**src/include/tag_cache_defs.svh**
```systemverilog
//////////////////////////////////////////////////////////////////////
// L2 tag directory geometry: sets, ways, tag, line address and id
//////////////////////////////////////////////////////////////////////

`ifndef TAG_CACHE_DEFS_SVH
`define TAG_CACHE_DEFS_SVH

`define L2_NUM_SETS         16
`define L2_SET_INDEX_WIDTH  4
`define L2_NUM_WAYS         4
`define L2_WAY_WIDTH        2
`define L2_TAG_WIDTH        8

// Line address is the tag above the set index
`define L2_ADDR_WIDTH       12

`define L2_ID_WIDTH         4

`endif
```
**src/hdl/tag_cache_pkg.sv**
```systemverilog
//////////////////////////////////////////////////////////////////////
// L2 tag directory types: requests, tag stage item, responses
//////////////////////////////////////////////////////////////////////

`include "tag_cache_defs.svh"

package tag_cache_pkg;

	typedef enum logic
	{
		op_lookup = 1'b0,
		op_fill = 1'b1
	} cache_op_t;

	typedef struct packed
	{
		cache_op_t op;
		logic [`L2_ID_WIDTH-1:0] id;
		logic [`L2_ADDR_WIDTH-1:0] address;
		logic [`L2_WAY_WIDTH-1:0] fill_way;	// Only meaningful for fills
	} cache_req_t;

	typedef struct packed
	{
		cache_req_t req;
		logic [`L2_NUM_WAYS-1:0][`L2_TAG_WIDTH-1:0] tags;
		logic [`L2_NUM_WAYS-1:0] valid;
		logic [`L2_WAY_WIDTH-1:0] replace_way;
	} tag_stage_t;

	typedef struct packed
	{
		logic [`L2_ID_WIDTH-1:0] id;
		cache_op_t op;
		logic [`L2_ADDR_WIDTH-1:0] address;
		logic hit;
		logic [`L2_WAY_WIDTH-1:0] way;
		logic [`L2_WAY_WIDTH-1:0] replace_way;
	} cache_resp_t;

	// One bit per way whose valid entry holds the request tag
	function automatic logic [`L2_NUM_WAYS-1:0] stage_match(input tag_stage_t stage);
		logic [`L2_NUM_WAYS-1:0] match;
		logic [`L2_TAG_WIDTH-1:0] req_tag;
		req_tag = stage.req.address[`L2_ADDR_WIDTH-1:`L2_SET_INDEX_WIDTH];
		for (int w = 0; w < `L2_NUM_WAYS; w++)
			match[w] = stage.valid[w] && (stage.tags[w] == req_tag);
		return match;
	endfunction

	function automatic logic [`L2_WAY_WIDTH-1:0] encode_way(input logic [`L2_NUM_WAYS-1:0] match);
		logic [`L2_WAY_WIDTH-1:0] way;
		way = '0;
		for (int w = 0; w < `L2_NUM_WAYS; w++)
			if (match[w])
				way = `L2_WAY_WIDTH'(w);
		return way;
	endfunction

endpackage

```
**src/hdl/l2_cache_tag_top.sv**
```systemverilog
//////////////////////////////////////////////////////////////////////
// L2 tag directory top: arbiter, tag stage and hit check in a row
//////////////////////////////////////////////////////////////////////

`timescale 1ns/1ps

module l2_cache_tag_top
(
	input clk,
	input reset,
	input lookup_valid,
	output logic lookup_ready,
	input tag_cache_pkg::cache_req_t lookup_req,
	input fill_valid,
	output logic fill_ready,
	input tag_cache_pkg::cache_req_t fill_req,
	output logic resp_valid,
	input resp_ready,
	output tag_cache_pkg::cache_resp_t resp
);

	import tag_cache_pkg::*;

	logic arb_valid;
	cache_req_t arb_req;
	logic tag_valid;
	tag_stage_t tag_out;
	logic stall_pipeline;

	l2_request_arb arb
	(
		.clk(clk),
		.reset(reset),
		.lookup_valid(lookup_valid),
		.lookup_ready(lookup_ready),
		.lookup_req(lookup_req),
		.fill_valid(fill_valid),
		.fill_ready(fill_ready),
		.fill_req(fill_req),
		.stall_pipeline(stall_pipeline),
		.arb_valid(arb_valid),
		.arb_req(arb_req)
	);

	l2_cache_tag tag
	(
		.clk(clk),
		.reset(reset),
		.stall_pipeline(stall_pipeline),
		.arb_valid(arb_valid),
		.arb_req(arb_req),
		.tag_valid(tag_valid),
		.tag_out(tag_out)
	);

	l2_cache_hit_check hit_check
	(
		.clk(clk),
		.reset(reset),
		.tag_valid(tag_valid),
		.tag_out(tag_out),
		.resp_ready(resp_ready),
		.resp_valid(resp_valid),
		.resp(resp),
		.stall_pipeline(stall_pipeline)
	);

endmodule

```
**src/hdl/l2_cache_hit_check.sv**
```systemverilog
//////////////////////////////////////////////////////////////////////
// L2 hit check: tag compare, response register and pipeline stall
//////////////////////////////////////////////////////////////////////

`timescale 1ns/1ps

`include "tag_cache_defs.svh"

module l2_cache_hit_check
(
	input clk,
	input reset,
	input tag_valid,
	input tag_cache_pkg::tag_stage_t tag_out,
	input resp_ready,
	output logic resp_valid,
	output tag_cache_pkg::cache_resp_t resp,
	output logic stall_pipeline
);

	import tag_cache_pkg::*;

	logic is_fill;
	logic [`L2_NUM_WAYS-1:0] hits;
	cache_resp_t next_resp;

	// A held response freezes every stage behind it
	assign stall_pipeline = resp_valid && !resp_ready;

	assign is_fill = tag_out.req.op == op_fill;
	assign hits = stage_match(tag_out);

	always_comb
	begin
		next_resp.id = tag_out.req.id;
		next_resp.op = tag_out.req.op;
		next_resp.address = tag_out.req.address;
		next_resp.hit = is_fill || |hits;	// Fills report their own way
		next_resp.way = is_fill ? tag_out.req.fill_way : encode_way(hits);
		next_resp.replace_way = tag_out.replace_way;
	end

	always_ff @(posedge clk)
	begin
		if (reset)
		begin
			resp_valid <= 1'b0;
			resp <= '0;
		end
		else if (!stall_pipeline)
		begin
			resp_valid <= tag_valid;
			resp <= next_resp;
		end
	end

endmodule

```
**src/hdl/l2_cache_tag.sv**
```systemverilog
//////////////////////////////////////////////////////////////////////
// L2 tag stage: reads the set's tags and valid bits, writes fills,
// and fetches the replacement way from the pseudo-LRU
//////////////////////////////////////////////////////////////////////

`timescale 1ns/1ps

`include "tag_cache_defs.svh"

module l2_cache_tag
(
	input clk,
	input reset,
	input stall_pipeline,
	input arb_valid,
	input tag_cache_pkg::cache_req_t arb_req,
	output logic tag_valid,
	output tag_cache_pkg::tag_stage_t tag_out
);

	import tag_cache_pkg::*;

	logic [`L2_NUM_WAYS-1:0][`L2_TAG_WIDTH-1:0] tag_mem [`L2_NUM_SETS];
	logic [`L2_NUM_WAYS-1:0] valid_mem [`L2_NUM_SETS];

	logic [`L2_SET_INDEX_WIDTH-1:0] arb_set;
	logic [`L2_TAG_WIDTH-1:0] arb_tag;
	logic arb_is_fill;
	logic stage_is_fill;
	logic [`L2_NUM_WAYS-1:0] stage_hits;
	logic [`L2_WAY_WIDTH-1:0] lru_way;
	logic update_en;
	logic [`L2_SET_INDEX_WIDTH-1:0] update_set;
	logic [`L2_WAY_WIDTH-1:0] update_way;

	assign arb_set = arb_req.address[`L2_SET_INDEX_WIDTH-1:0];
	assign arb_tag = arb_req.address[`L2_ADDR_WIDTH-1:`L2_SET_INDEX_WIDTH];
	assign arb_is_fill = arb_valid && (arb_req.op == op_fill);

	// Local match feeds only the LRU, the response compare lives downstream
	assign stage_hits = stage_match(tag_out);
	assign stage_is_fill = tag_out.req.op == op_fill;

	// A miss leaves the LRU alone
	assign update_en = tag_valid && !stall_pipeline && (stage_is_fill || |stage_hits);
	assign update_set = tag_out.req.address[`L2_SET_INDEX_WIDTH-1:0];
	assign update_way = stage_is_fill ? tag_out.req.fill_way : encode_way(stage_hits);

	cache_lru lru
	(
		.clk(clk),
		.reset(reset),
		.read_set(arb_set),
		.update_en(update_en),
		.update_set(update_set),
		.update_way(update_way),
		.lru_way(lru_way)
	);

	always_ff @(posedge clk)
	begin
		if (reset)
		begin
			tag_valid <= 1'b0;
			tag_out <= '0;
			for (int s = 0; s < `L2_NUM_SETS; s++)
			begin
				tag_mem[s] <= '0;
				valid_mem[s] <= '0;
			end
		end
		else if (!stall_pipeline)
		begin
			tag_valid <= arb_valid;
			tag_out.req <= arb_req;
			tag_out.tags <= tag_mem[arb_set];
			tag_out.valid <= valid_mem[arb_set];
			tag_out.replace_way <= lru_way;
			if (arb_is_fill)
			begin
				tag_mem[arb_set][arb_req.fill_way] <= arb_tag;	// Seen by the next request
				valid_mem[arb_set][arb_req.fill_way] <= 1'b1;
			end
		end
	end

endmodule

```
**src/hdl/cache_lru.sv**
```systemverilog
//////////////////////////////////////////////////////////////////////
// Tree pseudo-LRU, three bits per set, with same-set update forwarding
//////////////////////////////////////////////////////////////////////

`timescale 1ns/1ps

`include "tag_cache_defs.svh"

module cache_lru
(
	input clk,
	input reset,
	input [`L2_SET_INDEX_WIDTH-1:0] read_set,
	input update_en,
	input [`L2_SET_INDEX_WIDTH-1:0] update_set,
	input [`L2_WAY_WIDTH-1:0] update_way,
	output logic [`L2_WAY_WIDTH-1:0] lru_way
);

	// Bit 0 is the root, bit 1 picks within ways 0/1, bit 2 within ways 2/3
	logic [`L2_NUM_WAYS-2:0] lru_bits [`L2_NUM_SETS];
	logic [`L2_NUM_WAYS-2:0] updated_bits;
	logic [`L2_NUM_WAYS-2:0] read_bits;

	// Point the tree away from the way just used
	function automatic logic [`L2_NUM_WAYS-2:0] touch(input logic [`L2_NUM_WAYS-2:0] bits,
		input logic [`L2_WAY_WIDTH-1:0] way);
		logic [`L2_NUM_WAYS-2:0] result;
		result = bits;
		result[0] = !way[1];
		if (way[1])
			result[2] = !way[0];
		else
			result[1] = !way[0];
		return result;
	endfunction

	assign updated_bits = touch(lru_bits[update_set], update_way);

	// Back-to-back requests to one set must see the pending update
	assign read_bits = (update_en && update_set == read_set) ? updated_bits
		: lru_bits[read_set];

	assign lru_way = read_bits[0] ? {1'b1, read_bits[2]} : {1'b0, read_bits[1]};

	always_ff @(posedge clk)
	begin
		if (reset)
		begin
			for (int s = 0; s < `L2_NUM_SETS; s++)
				lru_bits[s] <= '0;
		end
		else if (update_en)
			lru_bits[update_set] <= updated_bits;
	end

endmodule

```
**src/hdl/l2_request_arb.sv**
```systemverilog
//////////////////////////////////////////////////////////////////////
// L2 request arbiter: picks a fill or a lookup and registers it,
// fills win when both are offered
//////////////////////////////////////////////////////////////////////

`timescale 1ns/1ps

module l2_request_arb
(
	input clk,
	input reset,
	input lookup_valid,
	output logic lookup_ready,
	input tag_cache_pkg::cache_req_t lookup_req,
	input fill_valid,
	output logic fill_ready,
	input tag_cache_pkg::cache_req_t fill_req,
	input stall_pipeline,
	output logic arb_valid,
	output tag_cache_pkg::cache_req_t arb_req
);

	logic fill_take;
	logic lookup_take;

	// A waiting fill blocks the lookup stream for this cycle
	assign fill_ready = !stall_pipeline;
	assign lookup_ready = !stall_pipeline && !fill_valid;

	assign fill_take = fill_valid && fill_ready;
	assign lookup_take = lookup_valid && lookup_ready;

	always_ff @(posedge clk)
	begin
		if (reset)
		begin
			arb_valid <= 1'b0;
			arb_req <= '0;
		end
		else if (!stall_pipeline)
		begin
			arb_valid <= fill_take || lookup_take;
			if (fill_take)
				arb_req <= fill_req;
			else if (lookup_take)
				arb_req <= lookup_req;
		end
	end

endmodule

```
**config.mk**
```make
export PLATFORM = sky130hd
export DESIGN_NAME = l2_cache_tag_top
export DESIGN_NICKNAME = d
export VERILOG_FILES = /design/src/hdl/tag_cache_pkg.sv /design/src/hdl/l2_cache_tag_top.sv /design/src/hdl/l2_cache_hit_check.sv /design/src/hdl/l2_cache_tag.sv /design/src/hdl/cache_lru.sv /design/src/hdl/l2_request_arb.sv
export VERILOG_INCLUDE_DIRS = /design/src /design/src/include
export SDC_FILE = /design/constraint.sdc
export NUM_CORES = 1
export LEC_CHECK = 0
export BUFFER_PORTS_ARGS = -buffer_cell sky130_fd_sc_hd__buf_2
export CAP_MARGIN = 20
export CORE_MARGIN = 2
export CORE_UTILIZATION = 45
export CTS_CLUSTER_SIZE = 28
export DETAILED_ROUTE_END_ITERATION = 10
export PLACE_DENSITY = 0.71
export SYNTH_ARGS = -nofsm -noshare
export SYNTH_HDL_FRONTEND = slang
export SYNTH_SLANG_ARGS = --single-unit
```
**constraint.sdc**
```tcl
create_clock -name clk -period 6.73 [get_ports clk]
set_input_delay 1.0095 -clock clk [delete_from_list [all_inputs] [get_ports clk]]
set_output_delay 1.0095 -clock clk [all_outputs]
set_load 0.01 [all_outputs]
```
==> results of run 1 <==
-- through the flow --
stage               total power, mW  utilization (%)
global route                   10.6             50.3
CTS                            10.3             50.0
finish                         10.3             50.3
global placement               6.11             46.5
detailed placement             6.13             46.5
floorplan                      5.80                -
-- cell usage in the layout (no fill, tap or decap), drive strengths merged, types with 20 or more instances in the layout --
cell type,count
and2,512
a21o,64
a2111oi,20
mux4,200
nor2,96
dfxtp,173
clkinv,22
edfxtp,560
nand2,192
a21oi,78
clkbuf,113
buf,119
xnor2,26
nand3,38
o21ai,74
-- sequential cells by signal, indices dropped and copies added, names as in the netlist, 19 cells and up, named ones only --
| name | flops |
|---|---|
| arb.arb_req | 19 |
| hit_check.resp | 22 |
| tag.lru.lru_bits | 48 |
| tag.tag_mem | 512 |
| tag.tag_out | 56 |
| tag.valid_mem | 64 |
-- kinds of logic (layout without fill, tap and decap cells) --
logic type / count (synthesis) / count (layout) / share of synthesized area (%)
XOR/XNOR: 36 / 36 / 0.960
multiplexers: 210 / 210 / 14.0
AND/OR/NAND/NOR: 895 / 895 / 14.8
flip-flops: 733 / 733 / 61.8
buffers and inverters: 208 / 271 / 2.66
AO/OA/AOI/OAI: 285 / 285 / 5.80
-- where the power goes --
| group | internal, mW | total, mW | switching, mW |
|---|---|---|---|
| Combinational | 0.344 | 0.793 | 0.449 |
| Sequential | 5.02 | 5.26 | 0.235 |
| Clock | 2.52 | 4.27 | 1.75 |
| Total | 7.89 | 10.3 | 2.44 |
-- layout make-up --
class / count / area, µm²
fillers: 5948 / 36100
flip-flops and latches: 733 / 20300
clock inverters: 35 / 409
well taps: 959 / 1200
repair buffers: 130 / 731
multi-input cells: 1426 / 11700
inverters: 4 / 18.8
clock buffers: 102 / 2110
-- per-layer routing --
| metal | GRT usage [%] | routed length, µm | vias to the layer above |
|---|---|---|---|
| met2 | 37.9 | 41600 | 910 |
| li1 | - | - | 8706 |
| met5 | 0 | 0 | - |
| met4 | 7.38 | 2460 | 0 |
| met1 | 29.4 | 33300 | 10100 |
| met3 | 3.43 | 6290 | 151 |
-- how the worst min path moves through the flow --
stage | slack (ps) | cells past startpoint | startpoint | endpoint
after floorplan | 420 | 1 | tag.valid_mem[10][0] | tag.valid_mem[10][0]
after global placement | 430 | 1 | tag.valid_mem[6][0] | tag.valid_mem[6][0]
after detailed placement | 440 | 1 | tag.valid_mem[14][2] | tag.valid_mem[14][2]
after CTS | 450 | 1 | tag.valid_mem[14][2] | tag.valid_mem[14][2]
after global routing | 460 | 1 | tag.valid_mem[7][3] | tag.valid_mem[7][3]
final | 450 | 1 | tag.valid_mem[14][2] | tag.valid_mem[14][2]
==> metrics.md, run 1 <==
| Metric | Value |
|---|---|
| H-Tree Depth | `3` |
| IO buf count | `67` |
| Clock skew | `34.5 ps` |
| CP top delay family | `buffers and inverters` |
| Setup ws final | `2970 ps` |
| DP Worst Slack | `2580 ps` |
| CTS Root Buffer Type | `clkbuf_16` |
| Area growth from synthesis to layout | `11.1%` |
| Antenna cell count | `0` |
| Cell total after placement | `3210` |
| Outcome | `finished, final reports clean` |
| Average routed wire per standard cell | `24.7 µm` |
| Register-to-Register Path Depth | `3` |
| Detail Placement HPWL | `52.6 mm` |
| Critical path's slowest cell | `clkinv_2` |
| Via density | `5.86` |
| Setup CP Type | `input port to output pin` |
| Unrepaired setup endpoints after global routing | `no` |
| FF-to-FF Start | `arb.arb_req[3]` |
| Lkg Pwr | `13.3 nW` |
| Fmax | `0.266 GHz` |
| Syn_nets | `2410` |
| Synth Flop Type | `edfxtp_1` |
| Max FO, Critical Path | `64` |
| Yosys top cell area share | `51.2%` |
| Later-pin clock latency in the skew report | `620 ps` |
| Worst VDD drop | `0.000177 V` |
| Cell chain of the critical path | `buf_2 > nor2b_4 > buf_4 > clkinv_2 > buf_2` |
| Remaining DRCs | `0` |
| Placer Congestion | `0.833` |
| Register area share after synthesis | `61.8%` |
| Core area | `72600 µm²` |
| Num Clock Sinks | `733` |
| Final min period | `3760 ps` |
| Initial Utilization | `45.2%` |
| Most numerous cell on the critical path | `buf_2` |
| Setup Buffers After CTS | `0` |
| Hold-fix buffers, CTS | `0` |
| Fin nets | `2413` |
| Top cells by area, synth | `edfxtp_1 (51%), mux4_2 (14%), dfxtp_1 (11%)` |
| Ys async rst share | `0%` |
| Final Max Tran Viols | `0` |
| Cell count after synthesis | `2367` |
| Die W | `274 µm` |
| Hold Crit Class | `flop to flop` |
| Final non-filler cell total | `3389` |
| Vias in the first global route | `19.6k` |
| Netlist Area Pre-Place | `32800 µm²` |
| CTS tree | `done` |
| Critical Path Max Stage Delay | `600 ps` |
| 1st-iter DRT viols | `2220` |
| Post-DRT Antenna Nets | `0` |
| RR Endpoint | `tag.tag_mem[15][6]` |
| Worst Path Buf+Inv | `4` |
| Worst slew margin | `23.2%` |
| Overall Global Routing Usage | `22.3%` |
| Post-synth top area cell | `edfxtp_1` |
| Critical path startpoint category | `input port` |
| EDFF count, synth | `560` |
| Seq cells post-synth | `733` |
| Reg clk slew, reported paths | `60 ps` |
| First-pass GRT wire length | `125 mm` |
| Worst setup endpoint | `fill_ready` |
| Routed WL | `83.6 mm` |
| Worst slew pin tran | `1140 ps` |
| Initial antenna violation count | `0` |
| Max-Cap Viols | `0` |
| Fin Setup TNS | `0 ps` |
| Site Rows | `99` |
| Stages on worst setup path | `5` |
| Post-Syn Area per Cell | `13.9 µm²` |
| Most common cell in the netlist | `edfxtp_1` |
| Crit path from | `resp_ready` |
| Final Cell Area | `36500 µm²` |
| Worst EP required | `5720 ps` |
| Routed vias | `19.9k` |
| Finish-stage setup viols | `0` |
| Crit end category | `output pin` |
| Final period util | `55.9%` |
| Top Ports | `68` |
| Final hold violation count | `0` |
| Cell Pwr Density | `283 nW/µm²` |
| Hold slack | `447 ps` |
| Drt first pass iters | `6` |
| Largest net degree at the start of global routing | `129` |
| WP data arrival | `2750 ps` |
| Ys Warns | `0` |
| Post-synth top cells | `edfxtp_1 (560), and2_1 (512), mux4_2 (200), nand2_1 (192), dfxtp_1 (173)` |
| Overflow left after global routing | `0` |
| Post-synth cell types | `50` |
| Dpl cell area | `33700 µm²` |
| PostCTS Resize Cnt | `0` |
| Die Height | `274 µm` |
| Ratio of cells with drive above 1 in the final layout | `20.1%` |
| Clock buffer depth | `3` |
| Num CTS Buffers | `75` |
| Reg2reg setup slack | `3060 ps` |
| Die Area | `75100 µm²` |
No activity file was read; power rests on OpenSTA's default activity.
==> run 2, diff against run 1 <==
PLACE_DENSITY = 0.74   (was 0.71)
clock period = 3.41 ns   (was 6.73 ns; I/O delays follow)
==> metrics.md, run 2 (synthesis gave the netlist of run 1 again) <==
| Metric | Value |
|---|---|
| Reg clk slew, reported paths | `60 ps (about the same)` |
| Cell chain of the critical path | `xnor2_1 > nand4_1 > o41ai_2 > or2_2 > o21ai_2 > a2111oi_0` |
| Die Height | `274 µm (unchanged)` |
| WP data arrival | `3290 ps (+540 ps)` |
| Critical Path Max Stage Delay | `530 ps (-70 ps)` |
| Largest regs | `tag.tag_mem (512), tag.valid_mem (64), tag.tag_out (56)` |
| Initial Utilization | `45.2% (unchanged)` |
| Worst VDD drop | `0.000413 V (+130%)` |
| Setup Buffers After CTS | `0 (unchanged)` |
| Crit path from | `tag.tag_out[47]` |
| First-pass GRT wire length | `121 mm (-3.1%)` |
| Top Ports | `68 (unchanged)` |
| Cell Pwr Density | `554 nW/µm² (+96%)` |
| Max FO, Critical Path | `21 (-67%)` |
| Ratio of cells with drive above 1 in the final layout | `21.8% (+1.7 points)` |
| Register-to-Register Path Depth | `6 (+3)` |
| Sequential power share | `49.7% (-1.2 points)` |
| Average routed wire per standard cell | `22.9 µm (-7.3%)` |
| Vias in the first global route | `19.8k (+0.96%)` |
| Core area | `72600 µm² (unchanged)` |
| Clock buffer depth | `3 (unchanged)` |
| Final non-filler cell total | `3442 (+1.6%)` |
| Max-Cap Viols | `0 (unchanged)` |
| Fmax | `0.344 GHz` |
| Outcome | `finished, final reports clean` |
| Routed WL | `78.7 mm (-5.8%)` |
| Worst setup endpoint | `tag.lru.lru_bits[4][2]` |
| Antenna cell count | `0 (unchanged)` |
| PostCTS Resize Cnt | `0 (unchanged)` |
| Finish-stage setup viols | `0 (unchanged)` |
| Detail Placement HPWL | `52.6 mm (about the same)` |
| Hold Crit Class | `input port to flop` |
| Reg2reg setup slack | `500 ps (-2560 ps)` |
| Critical path startpoint category | `flop` |
| Remaining DRCs | `0 (unchanged)` |
| Met2 Use GR | `35.8% (-2.2 points)` |
| Lkg Pwr | `13.6 nW (+2.7%)` |
| IO buf count | `67 (unchanged)` |
| RR Endpoint | `tag.lru.lru_bits[4][2]` |
| Combinational share of power | `8.5% (+0.8 points)` |
| Final Max Tran Viols | `0 (unchanged)` |
| Later-pin clock latency in the skew report | `620 ps (about the same)` |
| Final min period | `2910 ps` |
| Final hold violation count | `0 (unchanged)` |
| Biggest register | `tag.tag_mem` |
| CTS Root Buffer Type | `clkbuf_16` |
| Worst slew margin | `30.7% (+7.5 points)` |
| GRT met3 Usage | `3.63% (+0.19 points)` |
| 1st-iter DRT viols | `1955 (-12%)` |
| Site Rows | `99 (unchanged)` |
| Clk pwr share | `41.8% (+0.4 points)` |
| Hold-fix buffers, CTS | `0 (unchanged)` |
| Final period util | `85.4%` |
| Critical path's slowest cell | `a2111oi_0` |
| Crit end category | `flop` |
| Setup CP Type | `flop to flop` |
| Num Clock Sinks | `733 (unchanged)` |
| Global route hottest layer | `met2` |
| Die Area | `75100 µm² (unchanged)` |
| H-Tree Depth | `3 (unchanged)` |
| Clock skew | `24.2 ps (-10.3 ps)` |
| Sw Ratio | `22.8% (-0.75 points)` |
| Initial antenna violation count | `0 (unchanged)` |
| Cell total after placement | `3302 (+2.9%)` |
| Placer Congestion | `0.846 (+1.6%)` |
| Routed vias | `19.8k (-0.57%)` |
| Final Cell Area | `37100 µm² (+1.7%)` |
| Fin nets | `2466 (+2.2%)` |
| Overflow left after global routing | `0 (unchanged)` |
| Unrepaired setup endpoints after global routing | `no` |
| Overall Global Routing Usage | `21.3% (-1.0 points)` |
| Dpl cell area | `34500 µm² (+2.2%)` |
| Via density | `5.74 (-2.1%)` |
| Switch Pwr | `4.70 mW (+93%)` |
| Largest net degree at the start of global routing | `147 (+14%)` |
| Post-DRT Antenna Nets | `0 (unchanged)` |
| FF-to-FF Start | `tag.tag_out[47]` |
| Most frequent cells in the layout | `edfxtp_1 (560), and2_1 (512), mux4_2 (200)` |
| Die W | `274 µm (unchanged)` |
| Drt first pass iters | `6 (unchanged)` |
| Worst slew pin tran | `1030 ps (-111 ps)` |
| M1 GR Usage | `28.3% (-1.1 points)` |
| CTS tree | `done` |
| Internal Power | `15.9 mW (+100%)` |
| Worst EP required | `3790 ps (-1930 ps)` |
| Num CTS Buffers | `74 (-1.3%)` |
| Fin Setup TNS | `0 ps (unchanged)` |
| Most common library cell in the layout ignoring fill and taps | `edfxtp_1` |
| Area growth from synthesis to layout | `13.0%` |
| Max FFs per register | `512 (unchanged)` |
## run 2: critical path: cells and delay by family (launching register included)
kind            cells  cell delay, ps
simple gates        2             700
compound gates      3            1320
flops               1             500
xor+xnor            1             160
## run 2: through the flow
step                      power (mW)  worst slack (ps)  hold slack (ps)  util, %
after global routing            21.1               215              157     51.1
after detailed placement        12.1               495              433     47.5
after floorplan                 11.4               884              421        -
after CTS                       20.6               470              133     51.1
final                           20.6               500              160     51.1
after global placement          12.1               603              427     47.5
## run 2: cell type report
cell class	instances	area, µm²
Fill cell	5935	35500
Timing Repair Buffer	184	1310
Tap cell	959	1200
Clock inverter	28	380
Sequential cell	733	20300
Inverter	4	18.8
Multi-Input combinational cell	1426	11700
Clock buffer	108	2220
## run 2: how the worst min path moves through the flow
stage	cells past startpoint	end	startpoint
2_1_floorplan	1	tag.valid_mem[10][0]	tag.valid_mem[10][0]
3_3_place_gp	1	tag.valid_mem[3][2]	tag.valid_mem[3][2]
3_5_place_dp	1	tag.valid_mem[2][1]	tag.valid_mem[2][1]
4_1_cts	3	arb.arb_req[12]	lookup_req[12]
5_1_grt	3	arb.arb_req[12]	lookup_req[12]
6_report	3	arb.arb_req[12]	lookup_req[12]
## run 2: power by group through the flow
stage	clock, mW	sequential [mW]	combinational, mW
after floorplan	0	10.2	1.25
after global placement	0	10.4	1.68
after detailed placement	0	10.4	1.70
after CTS	8.67	10.3	1.71
after global routing	9.00	10.3	1.86
final	8.60	10.2	1.75
## run 2: routing by layer
| layer | up-vias | wire [µm] |
|---|---|---|
| met3 | 142 | 5590 |
| met4 | 0 | 2320 |
| met2 | 800 | 39000 |
| met5 | - | 0 |
| met1 | 10000 | 31900 |
| li1 | 8806 | - |
